--- src/logic/cache_pkg.sv ---
package cache_pkg;

    //////////////////////////////////////////////////////////
    // Word geometry
    //////////////////////////////////////////////////////////

    localparam int WORD_BYTES = 4;
    localparam int WORD_BITS  = 32;

    // Core addresses count words, not bytes
    localparam int WORD_ADDR_BITS = 30;

    //////////////////////////////////////////////////////////
    // Line geometry
    //////////////////////////////////////////////////////////

    localparam int LINE_WORDS = 4;
    localparam int LINE_BITS  = LINE_WORDS * WORD_BITS;

    // Low word address bits pick the word inside a line
    localparam int WSEL_BITS      = 2;
    localparam int LINE_ADDR_BITS = WORD_ADDR_BITS - WSEL_BITS;

    // Tag the core attaches to each request
    localparam int CORE_ID_BITS = 4;

    //////////////////////////////////////////////////////////
    // Types
    //////////////////////////////////////////////////////////

    typedef logic [WORD_BITS-1:0]      word_t;
    typedef logic [WORD_BYTES-1:0]     byteen_t;
    typedef logic [WORD_ADDR_BITS-1:0] word_addr_t;
    typedef logic [WSEL_BITS-1:0]      wsel_t;

    typedef logic [LINE_BITS-1:0]               line_t;
    typedef logic [LINE_WORDS*WORD_BYTES-1:0]   line_byteen_t;
    typedef logic [LINE_ADDR_BITS-1:0]          line_addr_t;

    typedef logic [CORE_ID_BITS-1:0] core_id_t;

endpackage

--- src/logic/cache_if.sv ---
`timescale 1ns/1ns

// Request from the decode register into the execute stage
interface cache_req_if;

    logic                   valid;
    logic                   rw;
    cache_pkg::line_addr_t  line_addr;
    cache_pkg::wsel_t       wsel;
    cache_pkg::byteen_t     byteen;
    cache_pkg::word_t       data;
    cache_pkg::core_id_t    id;
    logic                   ready;

    modport source (
        output valid, rw, line_addr, wsel, byteen, data, id,
        input  ready
    );

    modport sink (
        input  valid, rw, line_addr, wsel, byteen, data, id,
        output ready
    );

endinterface

// Read response from execute into the output register
interface cache_rsp_if;

    logic                   valid;
    cache_pkg::word_t       data;
    cache_pkg::core_id_t    id;
    logic                   ready;

    modport source (
        output valid, data, id,
        input  ready
    );

    modport sink (
        input  valid, data, id,
        output ready
    );

endinterface

--- src/logic/cache_bank_execute.sv ---
`timescale 1ns/1ns

module cache_bank_execute #(
    parameter int NUM_LINES = 16
) (
    input  logic                        clk,
    input  logic                        reset,

    cache_req_if.sink                   req,
    cache_rsp_if.source                 rsp,

    // Memory request
    output logic                        mem_req_valid,
    output logic                        mem_req_rw,
    output cache_pkg::line_addr_t       mem_req_addr,
    output cache_pkg::line_byteen_t     mem_req_byteen,
    output cache_pkg::line_t            mem_req_data,
    input  logic                        mem_req_ready,

    // Memory response
    input  logic                        mem_rsp_valid,
    input  cache_pkg::line_t            mem_rsp_data,
    output logic                        mem_rsp_ready
);

    localparam int INDEX_BITS = $clog2(NUM_LINES);
    localparam int TAG_BITS   = cache_pkg::LINE_ADDR_BITS - INDEX_BITS;
    localparam int BYTE_BITS  = cache_pkg::WORD_BITS / cache_pkg::WORD_BYTES;
    localparam int LINE_BYTES = cache_pkg::LINE_WORDS * cache_pkg::WORD_BYTES;

    typedef logic [INDEX_BITS-1:0] index_t;
    typedef logic [TAG_BITS-1:0]   tag_t;

    typedef enum logic [1:0] {
        S_IDLE,
        S_FILL_REQ,
        S_FILL_WAIT,
        S_WRITE_REQ
    } state_t;

    state_t                 state;
    state_t                 state_n;

    logic [NUM_LINES-1:0]   valid_q;
    tag_t                   tag_q  [NUM_LINES];
    cache_pkg::line_t       data_q [NUM_LINES];

    index_t                 req_index;
    tag_t                   req_tag;
    logic                   hit;
    cache_pkg::line_t       hit_line;
    cache_pkg::line_t       merged_line;

    logic                   mem_req_fire;
    logic                   fill_fire;

    //////////////////////////////////////////////////////////
    // Lookup
    //////////////////////////////////////////////////////////

    assign req_index = req.line_addr[INDEX_BITS-1:0];
    assign req_tag   = req.line_addr[cache_pkg::LINE_ADDR_BITS-1:INDEX_BITS];

    assign hit_line = data_q[req_index];
    assign hit      = valid_q[req_index] && (tag_q[req_index] == req_tag);

    //////////////////////////////////////////////////////////
    // Memory channel
    //////////////////////////////////////////////////////////

    // Payload comes straight from the held request, so it stays steady
    assign mem_req_valid  = (state == S_FILL_REQ) || (state == S_WRITE_REQ);
    assign mem_req_rw     = (state == S_WRITE_REQ);
    assign mem_req_addr   = req.line_addr;
    assign mem_req_byteen = cache_pkg::line_byteen_t'(req.byteen)
                            << (req.wsel * cache_pkg::WORD_BYTES);
    assign mem_req_data   = cache_pkg::line_t'(req.data)
                            << (req.wsel * cache_pkg::WORD_BITS);

    assign mem_req_fire  = mem_req_valid && mem_req_ready;
    assign mem_rsp_ready = (state == S_FILL_WAIT);
    assign fill_fire     = mem_rsp_valid && mem_rsp_ready;

    //////////////////////////////////////////////////////////
    // Core side
    //////////////////////////////////////////////////////////

    // Only read hits answer; a filled miss comes back here as a hit
    assign rsp.valid = (state == S_IDLE) && req.valid && !req.rw && hit;
    assign rsp.data  = hit_line[req.wsel*cache_pkg::WORD_BITS +: cache_pkg::WORD_BITS];
    assign rsp.id    = req.id;

    // Writes retire once memory has taken them
    assign req.ready = (rsp.valid && rsp.ready)
                    || ((state == S_WRITE_REQ) && mem_req_fire);

    // Write hit data, merged under the line byte enables
    always_comb begin
        merged_line = hit_line;
        for (int i = 0; i < LINE_BYTES; i++) begin
            if (mem_req_byteen[i]) begin
                merged_line[i*BYTE_BITS +: BYTE_BITS] = mem_req_data[i*BYTE_BITS +: BYTE_BITS];
            end
        end
    end

    //////////////////////////////////////////////////////////
    // Miss FSM
    //////////////////////////////////////////////////////////

    always_comb begin
        state_n = state;
        case (state)
            S_IDLE: begin
                if (req.valid) begin
                    if (req.rw) begin
                        state_n = S_WRITE_REQ;
                    end else if (!hit) begin
                        state_n = S_FILL_REQ;
                    end
                end
            end
            S_FILL_REQ: begin
                if (mem_req_ready) begin
                    state_n = S_FILL_WAIT;
                end
            end
            S_FILL_WAIT: begin
                if (mem_rsp_valid) begin
                    state_n = S_IDLE;
                end
            end
            S_WRITE_REQ: begin
                if (mem_req_ready) begin
                    state_n = S_IDLE;
                end
            end
            default: begin
                state_n = S_IDLE;
            end
        endcase
    end

    always_ff @(posedge clk) begin
        if (reset) begin
            state   <= S_IDLE;
            valid_q <= '0;
        end else begin
            state <= state_n;
            if (fill_fire) begin
                valid_q[req_index] <= 1'b1;
            end
        end
    end

    // Arrays; a write miss leaves them alone
    always_ff @(posedge clk) begin
        if (fill_fire) begin
            data_q[req_index] <= mem_rsp_data;
            tag_q[req_index]  <= req_tag;
        end else if (mem_req_fire && mem_req_rw && hit) begin
            data_q[req_index] <= merged_line;
        end
    end

endmodule

--- src/logic/cache_req_decode.sv ---
`timescale 1ns/1ns

module cache_req_decode (
    input  logic                    clk,
    input  logic                    reset,

    input  logic                    core_req_valid,
    input  logic                    core_req_rw,
    input  cache_pkg::word_addr_t   core_req_addr,
    input  cache_pkg::byteen_t      core_req_byteen,
    input  cache_pkg::word_t        core_req_data,
    input  cache_pkg::core_id_t     core_req_id,
    output logic                    core_req_ready,

    cache_req_if.source             req
);

    logic core_req_fire;

    // Open when empty or when execute takes the entry this cycle
    assign core_req_ready = !req.valid || req.ready;
    assign core_req_fire  = core_req_valid && core_req_ready;

    //////////////////////////////////////////////////////////
    // Entry valid
    //////////////////////////////////////////////////////////

    always_ff @(posedge clk) begin
        if (reset) begin
            req.valid <= 1'b0;
        end else if (core_req_ready) begin
            req.valid <= core_req_valid;
        end
    end

    //////////////////////////////////////////////////////////
    // Entry payload
    //////////////////////////////////////////////////////////

    // Split the word address on the way in
    always_ff @(posedge clk) begin
        if (core_req_fire) begin
            req.rw        <= core_req_rw;
            req.line_addr <= core_req_addr[cache_pkg::WORD_ADDR_BITS-1:cache_pkg::WSEL_BITS];
            req.wsel      <= core_req_addr[cache_pkg::WSEL_BITS-1:0];
            req.byteen    <= core_req_byteen;
            req.data      <= core_req_data;
            req.id        <= core_req_id;
        end
    end

endmodule

--- src/logic/cache_rsp_result.sv ---
`timescale 1ns/1ns

module cache_rsp_result (
    input  logic                    clk,
    input  logic                    reset,

    cache_rsp_if.sink               rsp,

    output logic                    core_rsp_valid,
    output cache_pkg::word_t        core_rsp_data,
    output cache_pkg::core_id_t     core_rsp_id,
    input  logic                    core_rsp_ready
);

    logic rsp_fire;

    // Takes a new entry in the cycle the old one drains
    assign rsp.ready = !core_rsp_valid || core_rsp_ready;
    assign rsp_fire  = rsp.valid && rsp.ready;

    //////////////////////////////////////////////////////////
    // Output register
    //////////////////////////////////////////////////////////

    always_ff @(posedge clk) begin
        if (reset) begin
            core_rsp_valid <= 1'b0;
        end else if (rsp.ready) begin
            core_rsp_valid <= rsp.valid;
        end
    end

    // Held while the core stalls
    always_ff @(posedge clk) begin
        if (rsp_fire) begin
            core_rsp_data <= rsp.data;
            core_rsp_id   <= rsp.id;
        end
    end

endmodule

--- src/logic/cache_top.sv ---
`timescale 1ns/1ns

module cache_top #(
    parameter int NUM_LINES = 16
) (
    input  logic                        clk,
    input  logic                        reset,

    // Core request
    input  logic                        core_req_valid,
    input  logic                        core_req_rw,
    input  cache_pkg::word_addr_t       core_req_addr,
    input  cache_pkg::byteen_t          core_req_byteen,
    input  cache_pkg::word_t            core_req_data,
    input  cache_pkg::core_id_t         core_req_id,
    output logic                        core_req_ready,

    // Core response
    output logic                        core_rsp_valid,
    output cache_pkg::word_t            core_rsp_data,
    output cache_pkg::core_id_t         core_rsp_id,
    input  logic                        core_rsp_ready,

    // Memory request
    output logic                        mem_req_valid,
    output logic                        mem_req_rw,
    output cache_pkg::line_addr_t       mem_req_addr,
    output cache_pkg::line_byteen_t     mem_req_byteen,
    output cache_pkg::line_t            mem_req_data,
    input  logic                        mem_req_ready,

    // Memory response
    input  logic                        mem_rsp_valid,
    input  cache_pkg::line_t            mem_rsp_data,
    output logic                        mem_rsp_ready
);

    cache_req_if req_if ();
    cache_rsp_if rsp_if ();

    //////////////////////////////////////////////////////////
    // Decode, execute, result
    //////////////////////////////////////////////////////////

    cache_req_decode decode (
        .clk             (clk),
        .reset           (reset),
        .core_req_valid  (core_req_valid),
        .core_req_rw     (core_req_rw),
        .core_req_addr   (core_req_addr),
        .core_req_byteen (core_req_byteen),
        .core_req_data   (core_req_data),
        .core_req_id     (core_req_id),
        .core_req_ready  (core_req_ready),
        .req             (req_if.source)
    );

    cache_bank_execute #(
        .NUM_LINES (NUM_LINES)
    ) execute (
        .clk            (clk),
        .reset          (reset),
        .req            (req_if.sink),
        .rsp            (rsp_if.source),
        .mem_req_valid  (mem_req_valid),
        .mem_req_rw     (mem_req_rw),
        .mem_req_addr   (mem_req_addr),
        .mem_req_byteen (mem_req_byteen),
        .mem_req_data   (mem_req_data),
        .mem_req_ready  (mem_req_ready),
        .mem_rsp_valid  (mem_rsp_valid),
        .mem_rsp_data   (mem_rsp_data),
        .mem_rsp_ready  (mem_rsp_ready)
    );

    cache_rsp_result result (
        .clk            (clk),
        .reset          (reset),
        .rsp            (rsp_if.sink),
        .core_rsp_valid (core_rsp_valid),
        .core_rsp_data  (core_rsp_data),
        .core_rsp_id    (core_rsp_id),
        .core_rsp_ready (core_rsp_ready)
    );

endmodule

--- config.mk ---
export PLATFORM = sky130hd
export DESIGN_NAME = cache_top
export DESIGN_NICKNAME = d
export VERILOG_FILES = /design/src/logic/cache_pkg.sv /design/src/logic/cache_if.sv /design/src/logic/cache_bank_execute.sv /design/src/logic/cache_req_decode.sv /design/src/logic/cache_rsp_result.sv /design/src/logic/cache_top.sv
export SDC_FILE = /design/constraint.sdc
export NUM_CORES = 2
export LEC_CHECK = 0
export ABC_AREA = 0
export BUFFER_PORTS_ARGS = -buffer_cell sky130_fd_sc_hd__buf_4
export CAP_MARGIN = 20
export CORE_UTILIZATION = 50
export CTS_BUF_LIST = sky130_fd_sc_hd__clkbuf_16
export CTS_CLUSTER_DIAMETER = 50
export DETAILED_ROUTE_END_ITERATION = 12
export PLACE_DENSITY = 0.67
export SYNTH_ARGS = -nofsm -noshare
export SYNTH_HDL_FRONTEND = slang
export SYNTH_SLANG_ARGS = --single-unit
--- constraint.sdc ---
create_clock -name clk -period 9.2 [get_ports clk]
set_input_delay 0.92 -clock clk [delete_from_list [all_inputs] [get_ports clk]]
set_output_delay 0.92 -clock clk [all_outputs]
set_load 0.05 [all_outputs]
* Word-level counts from Yosys, hierarchy flattened
Memory sizes are Yosys's and may differ from the RTL's. A register that Yosys moved wholly into a read port is not among the register bits.
Index checks and enable logic that the tools add are counted.
Widths: inputs -> output; s select.
** Cells by class
- Multiplexer cells :: 35
- Reduce and logical (&&, ||, !) cells :: 20
- $lt $le $gt $ge :: 2
- Shift operators :: 3
- Eq/ne operators :: 9
- Bitwise logic cells :: 2
** Operators by type and width (count)
- $mux 128 :: 1
- $mux 8 :: 16
- $shiftx 128x8->32 :: 1
- $shl 32x7->128 :: 1
- $eq 24x24->1 :: 1
- $or 16x16->16 :: 1
- $shl 4x4->16 :: 1
- $mux 2 :: 6
- $logic_and 1x1->1 :: 11
- $mux 4 :: 2
- $pmux 2 s4 :: 1
- $mux 1 :: 7
- $ne 2x2->1 const B :: 3
- $lt 4x5->1 const B :: 1
- $reduce_and 5->1 :: 1
- $bmux 1 s4 :: 1
- $demux 1 s4 :: 1
- $eq 2x2->1 const B :: 2
- $ge 4x1->1 const B :: 1
- $logic_or 1x1->1 :: 4
- $logic_not 1->1 :: 3
- $ne 3x3->1 const B :: 1
- $eq 2x1->1 const B :: 1
- $logic_not 2->1 :: 1
- other kinds (2) :: 2
** Storage, ports and cells
- Bits in writable memories :: 2432
- Memories kept :: 2
- Flip-flop bits (word level) :: 127
- Output and inout bits :: 213
** Memory list
- execute.data_q :: words 16, bits a word 128, read ports 1, clocked after Yosys merged registers in 1, wr ports 1, RTL line cache_bank_execute.sv:46 : cache_pkg::line_t data_q [NUM_LINES];
- execute.tag_q :: words 16, bits a word 24, read ports 1, clocked after Yosys merged registers in 1, wr ports 1, RTL line cache_bank_execute.sv:45 : tag_t tag_q [NUM_LINES];

* Longest topological paths before layout
- Word-level depth :: 9
- Gate-level depth with buffers :: 14
- Gate-level depth less buffers :: 9

* Modules after synthesis
A second synthesis with hierarchy kept.
** Second synthesis, totals
- Cell total of the unflattened synthesis :: 4387
- Area, all modules :: 101197.1 um^2
** By module, submodules not included
- cache_bank_execute :: cells an instance 4270, area each 97873.9 um^2, times used 1
- cache_req_decode :: cells an instance 76, area each 2187.1 um^2, times used 1
- cache_rsp_result :: cells an instance 41, area each 1136.1 um^2, times used 1

* Worst setup path before layout
OpenSTA, ideal clock, no wires.
- Path kind :: reg-to-reg
- Start :: register (tool-made name)
- End :: memory execute.data_q[11][0] in the netlist's numbering (enable)
- Library setup time :: 0.500 ns
- Path slack :: 2.668 ns
- Data required time :: 8.700 ns
- Cell stages (with the launch flop) :: 13
- Arrival time :: 6.032 ns
- Buffers on the path :: 5
- Cells stage by stage :: dfxtp_1 buf_4 buf_2 buf_4 mux4_2 xor2_1 a211o_1 nor4b_1 nand4_1 nor4_4 buf_8 buf_6 o2111a_1
** RTL lines (RTL line)
- to (decl) :: cache_bank_execute.sv:46

==> flow_metrics.tcl <==
set metrics [dict create \
    status "finished, final reports clean" \
    antenna_found_initial 23 \
    crit_path_max_incr_delay_ns 0.82 \
    yosysSeqAreaShare_pct 75.7 \
    track_usage_pct 27.5 \
    postSynthCellCount 4478 \
    cts_hold_buf 0 \
    synthesis.area_sq_um 101000 \
    wl_per_cell_um 35.3 \
    ios 418 \
    worstPathCellList "buf_4, mux4_2, a22o_1, a221oi_1, xor2_1, o221a_2, nand4_1, nor4_1, nor2_1, inv_1, buf_4" \
    holdCritPathClass "input pin to flop" \
    hpwl_um 165000 \
    fmax_mhz 158 \
    worstMarginPinSlew_ns 1.18 \
    viasPerCell 6.42 \
    initial_utilization_pct 50.5 \
    core_area_sq_um 201000 \
    cts_resized 0 \
    ir_drop_mv 0.214 \
    hold_viol 0 \
    yosys_warnings 0 \
    clock_skew_ns 0.0624 \
    maxCapViolations 0 \
    rows 164 \
    die_y_um 452 \
    period_minus_slack_ns 6.34 \
    cts_buffer_depth 4 \
    tns_ns 0 \
    antenna_left 0 \
    worstPathMaxFanout 44 \
    critPathBufInv 3 \
    syn2layout_area_growth_pct 15.4 \
    grt_start_max_net_pins 116 \
    worstPathArrival_ns 5.42 \
    dr.pass1.iters 7 \
    tritoncts "built" \
    gr-total-overflow 0 \
    die_x_um 452 \
    fin_nets 5284 \
    path_class "flop to output port" \
    numCtsBuffers 285 \
    synth_seq_cells 2563 \
    cp_common_cell "buf_4" \
    finalSetupViolations 0 \
    post_cts.repair.setup_buffers 0 \
    dieArea_sq_um 205000 \
    max_slew_margin_pct 21.3 \
    p_leak_nw 38.2 \
    vias 51000 \
    synth_edf_count 2539 \
    synth_flop_cell "edfxtp_1" \
    drv_slew 0 \
    synth_area_leaders "edfxtp_1, mux4_2, mux2_2" \
    endpoint_kind "output port" \
    p_total_w 0.0257 \
    synth_area_leader_cell "edfxtp_1" \
    rsz0062_at_grt "no" \
    min_period_over_period_pct 69.0 \
    cp_slowest_cell "buf_4" \
    remaining_drc_errors 0 \
    cts_sinks 2563 \
    drt_iter0_markers 6457 \
    grt_first_pass_wirelength_um 392000 \
    synthDistinctLibCells 68 \
    crit_family "buffers and inverters" \
    cp.required_ns 8.28 \
    clk_pin_slew_ns 0.06 \
    power_density_nw_per_um2 219 \
    regArea_sq_um 76700 \
    grt_pass1_vias 50700 \
    start_kind "flop" \
    drive_gt1_share_pct 36.5 \
    synth_top_area_share_pct 75.2 \
    wl_um 280000 \
    cts_max_level 5 \
    clock_latency_ns 0.93 \
    portBuffers 417 \
    multi_input_area_sq_um 23500 \
    postSynthAreaPerCell_sq_um 22.6 \
    fill_cells 14400 \
    place_congestion 0.814 \
    clockRootBuffer "clkbuf_16" \
    syn-num-nets 4683 \
    async_flop_share_pct 0 \
]
-- final timing paths --
kind                     start               endpoint  slack, ns  cells past startpoint
max                       flop         core_req_ready       2.86                     11
min          core_req_data[11]    decode.req.data[11]       0.18                      1
max reg2reg               flop  execute.data_q[6][58]       2.96                     12
min reg2reg   decode.req.id[0]  result.core_rsp_id[0]       0.43                      0
-- cell families after synthesis --
logic type                count (synthesis)  synth area share, %
and+or+nand+nor                         391                 2.08
muxes                                  1035                 19.5
xor gates and xnor gates                 17                0.147
AOI/OAI and AO/OA                       183                 1.27
DFF                                    2563                 75.7
buffers and inverters                   289                 1.35
-- cells in the mapped netlist (34+ instances only) --
library cell	n
a21oi_1	34
and2_1	104
and3_1	41
buf_2	66
clkbuf_1	130
edfxtp_1	2539
inv_1	40
mux2_2	210
mux2i_1	74
mux4_2	725
nand2_1	105
nor2_1	38
-- area by class of cell --
type	count	area share (%)
antenna	26	0.0556
clock buffer	293	6.27
clock inverter	175	1.06
inverter	42	0.143
multi-input combinational	1626	20.1
sequential	2563	65.6
tap	2656	2.84
timing repair buffer	561	3.92
-- placed cells by master (no fill, tap or decap), types with 16 or more instances in the layout --
| cell | instances |
|---|---|
| mux2_2 | 210 |
| inv_1 | 95 |
| nor2_1 | 24 |
| mux4_2 | 725 |
| and2_1 | 104 |
| o21ai_0 | 30 |
| a21oi_1 | 34 |
| clkinv_2 | 25 |
| nor2b_1 | 27 |
| mux2i_1 | 74 |
| nand2b_1 | 16 |
| nand2_1 | 105 |
| diode_2 | 26 |
| clkbuf_16 | 293 |
| clkinv_1 | 50 |
| edfxtp_1 | 2539 |
| mux2_1 | 17 |
| buf_12 | 30 |
| buf_4 | 531 |
| o21a_1 | 16 |
| dfxtp_1 | 20 |
| and3_1 | 41 |
-- state kept, by name, indices dropped and copies added, names as in the netlist, named ones only --
name,flops
result.core_rsp_data,32
decode.req.data,32
result.core_rsp_valid,1
execute.state,2
decode.req.line_addr,28
decode.req.id,4
decode.req.rw,1
decode.req.wsel,2
execute.data_q,2048
execute.tag_q,384
decode.req.byteen,4
execute.valid_q,16
decode.req.valid,1
result.core_rsp_id,4
-- report_power, final --
group	switching [W]	internal [W]	total, W
sequential	0.0000966	0.0129	0.0130
clock	0.00443	0.00616	0.0106
combinational	0.00120	0.000871	0.00207
-- routing by layer --
metal / wire (um) / global-route usage, %
met4: 11900 / 11.1
met2: 138000 / 44.3
met1: 108000 / 37.7
met3: 21800 / 4.42
met5: 60 / 0
-- per-stage QoR --
stage | utilization [%] | hold slack (ns) | area [sq um] | std cells | worst slack (ns)
2_1_floorplan | - | 0.400 | 101000 | 4478 | 2.67
3_3_place_gp | 53.9 | 0.402 | 108000 | 7439 | 2.74
3_5_place_dp | 53.9 | 0.405 | 108000 | 7439 | 2.81
4_1_cts | 58.2 | 0.132 | 117000 | 7907 | 2.65
5_1_grt | 58.3 | 0.146 | 117000 | 7918 | 2.51
6_report | 58.3 | 0.176 | 117000 | 7942 | 2.86
-- worst reg2reg max path, delay by kind of cell (launching register included) --
family | cells | cell delay, ns
buffers and inverters | 4 | 1.93
AO/OA/AOI/OAI | 3 | 1.51
flip-flops | 1 | 0.79
multiplexers | 1 | 0.60
AND/OR/NAND/NOR | 3 | 0.59
XOR/XNOR | 1 | 0.32
No activity file was read; power rests on OpenSTA's default activity.
